[src/source/ram_cfg.svh]
// sizes for the banked ram and they must stay consistent with each other (banks equal 2**bank bits)
`ifndef RAM_CFG_SVH
`define RAM_CFG_SVH

// number of physical banks
`define RAM_BANKS 8

// bank index width
// log2 of RAM_BANKS
`define RAM_BANK_BITS 3

// word index inside one bank
// 512 words per bank
`define RAM_WORD_BITS 9

// byte lane inside one wide word
`define RAM_LANE_BITS 2

// port a data width
`define RAM_WIDE_BITS 32

// port b data width
`define RAM_NARROW_BITS 8

`endif

[src/source/ram_pkg.sv]
// shared address and data types for the banked ram and widths come from the cfg header
`include "ram_cfg.svh"

package ram_pkg;

	// one port a data word
	typedef logic [`RAM_WIDE_BITS-1:0] wide_word_t;

	// one port b data byte
	typedef logic [`RAM_NARROW_BITS-1:0] narrow_byte_t;

	// port a word address
	// bank sits in the high bits so the flat address is {bank, word}
	typedef struct packed {
		logic [`RAM_BANK_BITS-1:0] bank;
		logic [`RAM_WORD_BITS-1:0] word;
	} wide_addr_t;

	// port b byte address over the same storage
	// lane is the low field and picks a byte of the wide word
	typedef struct packed {
		logic [`RAM_BANK_BITS-1:0] bank;
		logic [`RAM_WORD_BITS-1:0] word;
		logic [`RAM_LANE_BITS-1:0] lane;
	} narrow_addr_t;

	// port a request
	// read happens every cycle and we adds a write
	typedef struct packed {
		wide_addr_t addr;
		wide_word_t wdata;
		logic we;
	} wide_req_t;

endpackage

[src/source/read_select.sv]
// registered 8:1 bank select and output registers for both ports and outputs are 0 while in reset
`timescale 1ns/1ps
`include "ram_cfg.svh"

module read_select (
	input logic rclk,
	input logic reset,
	input logic [`RAM_BANK_BITS-1:0] a_bank,
	input logic [`RAM_BANK_BITS-1:0] b_bank,
	input ram_pkg::wide_word_t bank_wide_out [`RAM_BANKS],
	input ram_pkg::narrow_byte_t bank_narrow_out [`RAM_BANKS],
	output ram_pkg::wide_word_t a_rdata,
	output ram_pkg::narrow_byte_t b_rdata
);

	// bank indices delayed by one cycle
	// they line up with the data coming out of the banks
	logic [`RAM_BANK_BITS-1:0] a_sel_q;
	logic [`RAM_BANK_BITS-1:0] b_sel_q;

	// mux results ahead of the output registers
	ram_pkg::wide_word_t a_mux;
	ram_pkg::narrow_byte_t b_mux;

	// select registers
	// captured on the same edge as the bank read
	always_ff @(posedge rclk) begin
		if (reset) begin
			a_sel_q <= '0;
			b_sel_q <= '0;
		end else begin
			a_sel_q <= a_bank;
			b_sel_q <= b_bank;
		end
	end

	// 8:1 muxes
	always_comb begin
		a_mux = bank_wide_out[a_sel_q];
		b_mux = bank_narrow_out[b_sel_q];
	end

	// output registers
	// second cycle of the read latency
	always_ff @(posedge rclk) begin
		if (reset) begin
			a_rdata <= '0;
			b_rdata <= '0;
		end else begin
			a_rdata <= a_mux;
			b_rdata <= b_mux;
		end
	end

endmodule

[config.mk]
export PLATFORM = sky130hd
export DESIGN_NAME = read_select
export DESIGN_NICKNAME = d
export VERILOG_FILES = /design/src/source/ram_pkg.sv /design/src/source/read_select.sv
export VERILOG_INCLUDE_DIRS = /design/src /design/src/source
export SDC_FILE = /design/constraint.sdc
export NUM_CORES = 1
export LEC_CHECK = 0
export BUFFER_PORTS_ARGS = -buffer_cell sky130_fd_sc_hd__buf_4
export CORE_AREA = 3 3 140 142
export CTS_CLUSTER_SIZE = 24
export DETAILED_ROUTE_END_ITERATION = 7
export DIE_AREA = 0 0 143 145
export SLEW_MARGIN = 5
export SYNTH_ARGS = -nofsm -noshare
export SYNTH_HDL_FRONTEND = slang
export SYNTH_SLANG_ARGS = --single-unit
[constraint.sdc]
create_clock -name rclk -period 4.64 [get_ports rclk]
set_clock_uncertainty 0.1 [all_clocks]
set_input_delay 0.696 -clock rclk [delete_from_list [all_inputs] [get_ports rclk]]
set_output_delay 0.696 -clock rclk [all_outputs]
set_load 0.03 [all_outputs]
=== After elaboration in Yosys (flattened, before gate mapping) ===
Cells that the tools add are included.
Widths: inputs -> output; s select.

* Register bits after elaboration: 46
* Latch bits: 0
* RAM bits: 0
* ROM bits: 0
* Logic and storage cells: 14
* Memories: 0

* $add $sub $neg: 0
* Multipliers: 0
* Div/mod/pow operators: 0
* Magnitude comparators: 2
* Equal/unequal tests: 0
* Shift operators: 0
* Muxes and demuxes: 6
* Bitwise operators: 2
* Reductions and logical operators: 0

{| class="wikitable"
|+ Operator list
! kind !! number
|-
| $bmux 32 s3 || 1
|-
| $mux 32 || 2
|-
| $bmux 8 s3 || 1
|-
| $mux 8 || 2
|-
| $ge 4x4->1 const B || 2
|-
| $not 3->4 || 2
|}

=== Longest topological paths before layout ===
* Word-level depth: 4
* Gate-level depth with buffers: 5
* Gate-level depth less buffers: 3

=== Least setup slack after synthesis ===
OpenSTA, ideal clock, no wires.

* Path kind: input port to flip-flop
* Start point: in bank_wide_out[159] in the netlist's numbering
* End point: reg a_rdata[31]
* Data arrival time: 1.338 ns
* Setup slack: 3.074 ns
* Stages on the path: 3
* Path buffers: 0
* Cell sequence: mux4_1 mux2i_1 nor2_1

* Cells in the longest elaborated chain, start to end: 3

{| class="wikitable"
|+ Ends and longest elaborated chain
! item !! RTL line !! RTL
|-
| from (decl) || read_select.sv:10 || <nowiki>input ram_pkg::wide_word_t bank_wide_out [`RAM_BANKS],</nowiki>
|-
| $bmux 32 s3 || read_select.sv:39 || <nowiki>a_mux = bank_wide_out[a_sel_q];</nowiki>
|-
| $mux 32 (implied by the code) (2 in series) || read_select.sv:39 ||
|-
| to (signal assigned) || read_select.sv:50 || <nowiki>a_rdata <= a_mux;</nowiki>
|-
| to (decl) || read_select.sv:12 || <nowiki>output ram_pkg::wide_word_t a_rdata,</nowiki>
|}

Every way passes these cells. The select of a mux whose other input is x is not followed.
A chain may end at the register's enable or synchronous reset.

=== Final worst setup path ===
* Start point: reg a_sel_q[1]
* End point: reg a_rdata[6]

* Cells in the longest elaborated chain, start to end: 4

{| class="wikitable"
|+ Ends and longest elaborated chain
! item !! RTL line !! RTL
|-
| from (decl) || read_select.sv:18 || <nowiki>logic [`RAM_BANK_BITS-1:0] a_sel_q;</nowiki>
|-
| from (signal assigned) || read_select.sv:32 || <nowiki>a_sel_q <= a_bank;</nowiki>
|-
| $not 3->4 (implied by the code) || read_select.sv:39 ||
|-
| $bmux 32 s3 || read_select.sv:39 ||
|-
| $mux 32 (implied by the code) (2 in series) || read_select.sv:39 ||
|}

Every way passes these cells. The select of a mux whose other input is x is not followed.

==> qor.csv <==
metric,value,unit
Die X,143,µm
CTS Root Cell,clkbuf_16,
vias in the first global route,4094,
Setup CP Type,flip-flop to flip-flop,
largest net degree at the start of global routing,50,
Hold WC Path Type,flip-flop to flip-flop,
postcts setup bufs,0,
post-synthesis sequential area ratio,26.0,%
CTS tree,built,
crit-path max cell delay,950,ps
Hold Path End,a_rdata[4],
number of DRC markers in iteration 0,152,
via count,3689,
Port Buffers,367,
syn_nets,568,
part of the power in the clock network,27.8,%
Worst R2R End,a_rdata[6],
GP Congestion,0.851,
drt via density,4.48,
io pins,368,
CP max stage cell,dfxtp_4,
hold_buf cts,0,
final hold vios,0,
worst hold stages,2,
worst path arrival time,2500,ps
cell area power density,212,nW/µm²
CTS H-tree lvls,2,
core area,18600,µm²
Pre-Repair DR Iteration Count,4,
layout cell share with drive strength beyond 1,77.8,%
setup_tns,0,ps
FMAX,411,MHz
Total Power,1.39,mW
r2r startpoint,a_sel_q[1],
Clock Latency Late Sink,290,ps
clock slew at reported path FFs,70,ps
DRC,0,
flop2flop setup slack,2210,ps
die area,20700,µm²
CP Capture Type,flip-flop,
FP Rows,50,
die height,145,µm
synth unique cells,13,
#FFs+latches synth,46,
P_leak,2.95,nW
crit path time final,2430,ps
CP cell instances,buf_4 > mux4_2 > mux2i_1 > nor2_1,
Yosys top cell area share,50.3,%
R2R cell count,4,
Crit Path Max Fanout,49,
total grt overflow,0,
RSZ-0062 raised after global routing,false,
hold path startpoint,a_sel_q[0],
mapped cell area,3540,µm²
all-layer global routing usage,14.3,%
status,"complete, no violations",
number of diodes,0,
WP buf/inv,1,
clock sink total,46,
Starting Density,19.1,%
Reg power frac,33.4,%
Synth area leaders,"mux4_2, dfxtp_1, mux2i_1",
synth-to-layout area growth,84.7,%
Detailed Place HPWL,13.3,mm
post-CTS sizing,0,
slew margin rel.,31.1,%
Max Cap Violations,0,
Comb power frac,38.8,%
Final Cycle Share,52.4,%
antenna-violating nets left,0,
Net Sw Frac,28.6,%
CTS Buf Count,5,
nature of the critical path startpoint,flip-flop,
P_int,0.991,mW
CTS Buffer Depth,2,
"Avg Cell Area, Syn",14.7,µm²
Synth Instances,240,
cell family with the largest share of critical-path delay,flip-flops,
initial antenna violation count,0,
total routed wirelength,15.6,mm
NumNets Final,917,
VDD IR-drop max,111,µV
"Req. time, crit path",4710,ps
Net Sw Power,0.396,mW
first-pass GRT wire length,22.8,mm
Final Slew Violations,0,
Yosys warnings,0,
wire per inst,18.9,µm
Worst-Margin Slew,1030,ps
Yosys top cell by area,mux4_2,
Finish-stage setup viols,0,
==> logic make-up after synthesis <==
logic type | synth area share (%)
buffers and inverters | 6.36
DFF | 26.0
muxes | 62.3
and+or+nand+nor | 5.30
==> layer usage <==
layer	share of wire, %	GRT usage, %
met5	0	0
met1	37	16.5
met3	9.3	4.55
met2	52	25.6
met4	1.7	3.56
==> cell type report <==
class	count	area (µm²)
fillers	1871	12000
repair buffers	370	2780
multi-input cells	166	2390
flip-flops and latches	46	927
well taps	234	293
clock buffers	7	143
clock inverters	1	5.00
==> tightest hold or removal path, cell delays in order (launching register included) <==
cell and delay [ps]:
dfxtp_2 360, mux2i_1 80, nor2_1 70
==> worst max path at each step <==
| stage | slack (ps) | depth (start not counted) | startpoint | endpoint |
|---|---|---|---|---|
| final | 2210 | 4 | a_sel_q[1] | a_rdata[6] |
| after global routing | 1950 | 4 | a_sel_q[1] | a_rdata[6] |
| after CTS | 2150 | 4 | a_sel_q[1] | a_rdata[6] |
| after detailed placement | 2160 | 4 | a_sel_q[1] | a_rdata[6] |
| after global placement | 2220 | 4 | a_sel_q[1] | a_rdata[4] |
| after floorplan | 3070 | 3 | bank_wide_out[159] | a_rdata[31] |
==> cell usage in the layout (no fill, tap or decap), drive strengths merged <==
cell type	count
dfxtp	46
mux4	80
mux2i	40
nor2b	6
clkbuf	7
nor2	40
clkinv	1
buf	370
==> sequential cells by signal, indices dropped and copies added, names as in the netlist <==
signal,cells
b_rdata,8
a_sel_q,3
a_rdata,32
b_sel_q,3
==> per-stage QoR <==
stage | utilization (%) | std cells | setup slack (ps) | hold slack [ps] | cell area (µm²)
final | 35.2 | 824 | 2210 | 435 | 6540
after global routing | 35.2 | 824 | 1950 | 494 | 6540
after CTS | 35.2 | 824 | 2150 | 468 | 6540
after detailed placement | 34.4 | 816 | 2160 | 456 | 6390
after global placement | 34.4 | 816 | 2220 | 470 | 6390
after floorplan | - | 240 | 3070 | 529 | 3540
==> power groups by stage <==
stage                     clock, mW  combinational (mW)  sequential, mW
after floorplan                   0               0.216           0.514
after global placement            0               0.535           0.474
after detailed placement          0               0.545           0.475
after CTS                     0.404               0.545           0.466
after global routing          0.420               0.575           0.471
final                         0.385               0.538           0.464
==> Yosys cell counts <==
| cell type | count |
|---|---|
| buf_1 | 1 |
| buf_12 | 3 |
| buf_2 | 10 |
| buf_6 | 3 |
| buf_8 | 3 |
| clkbuf_1 | 6 |
| clkbuf_2 | 2 |
| dfxtp_1 | 46 |
| mux2i_1 | 40 |
| mux4_1 | 1 |
| mux4_2 | 79 |
| nor2_1 | 40 |
| nor2b_1 | 6 |
Power figures use the tool's default switching activity.
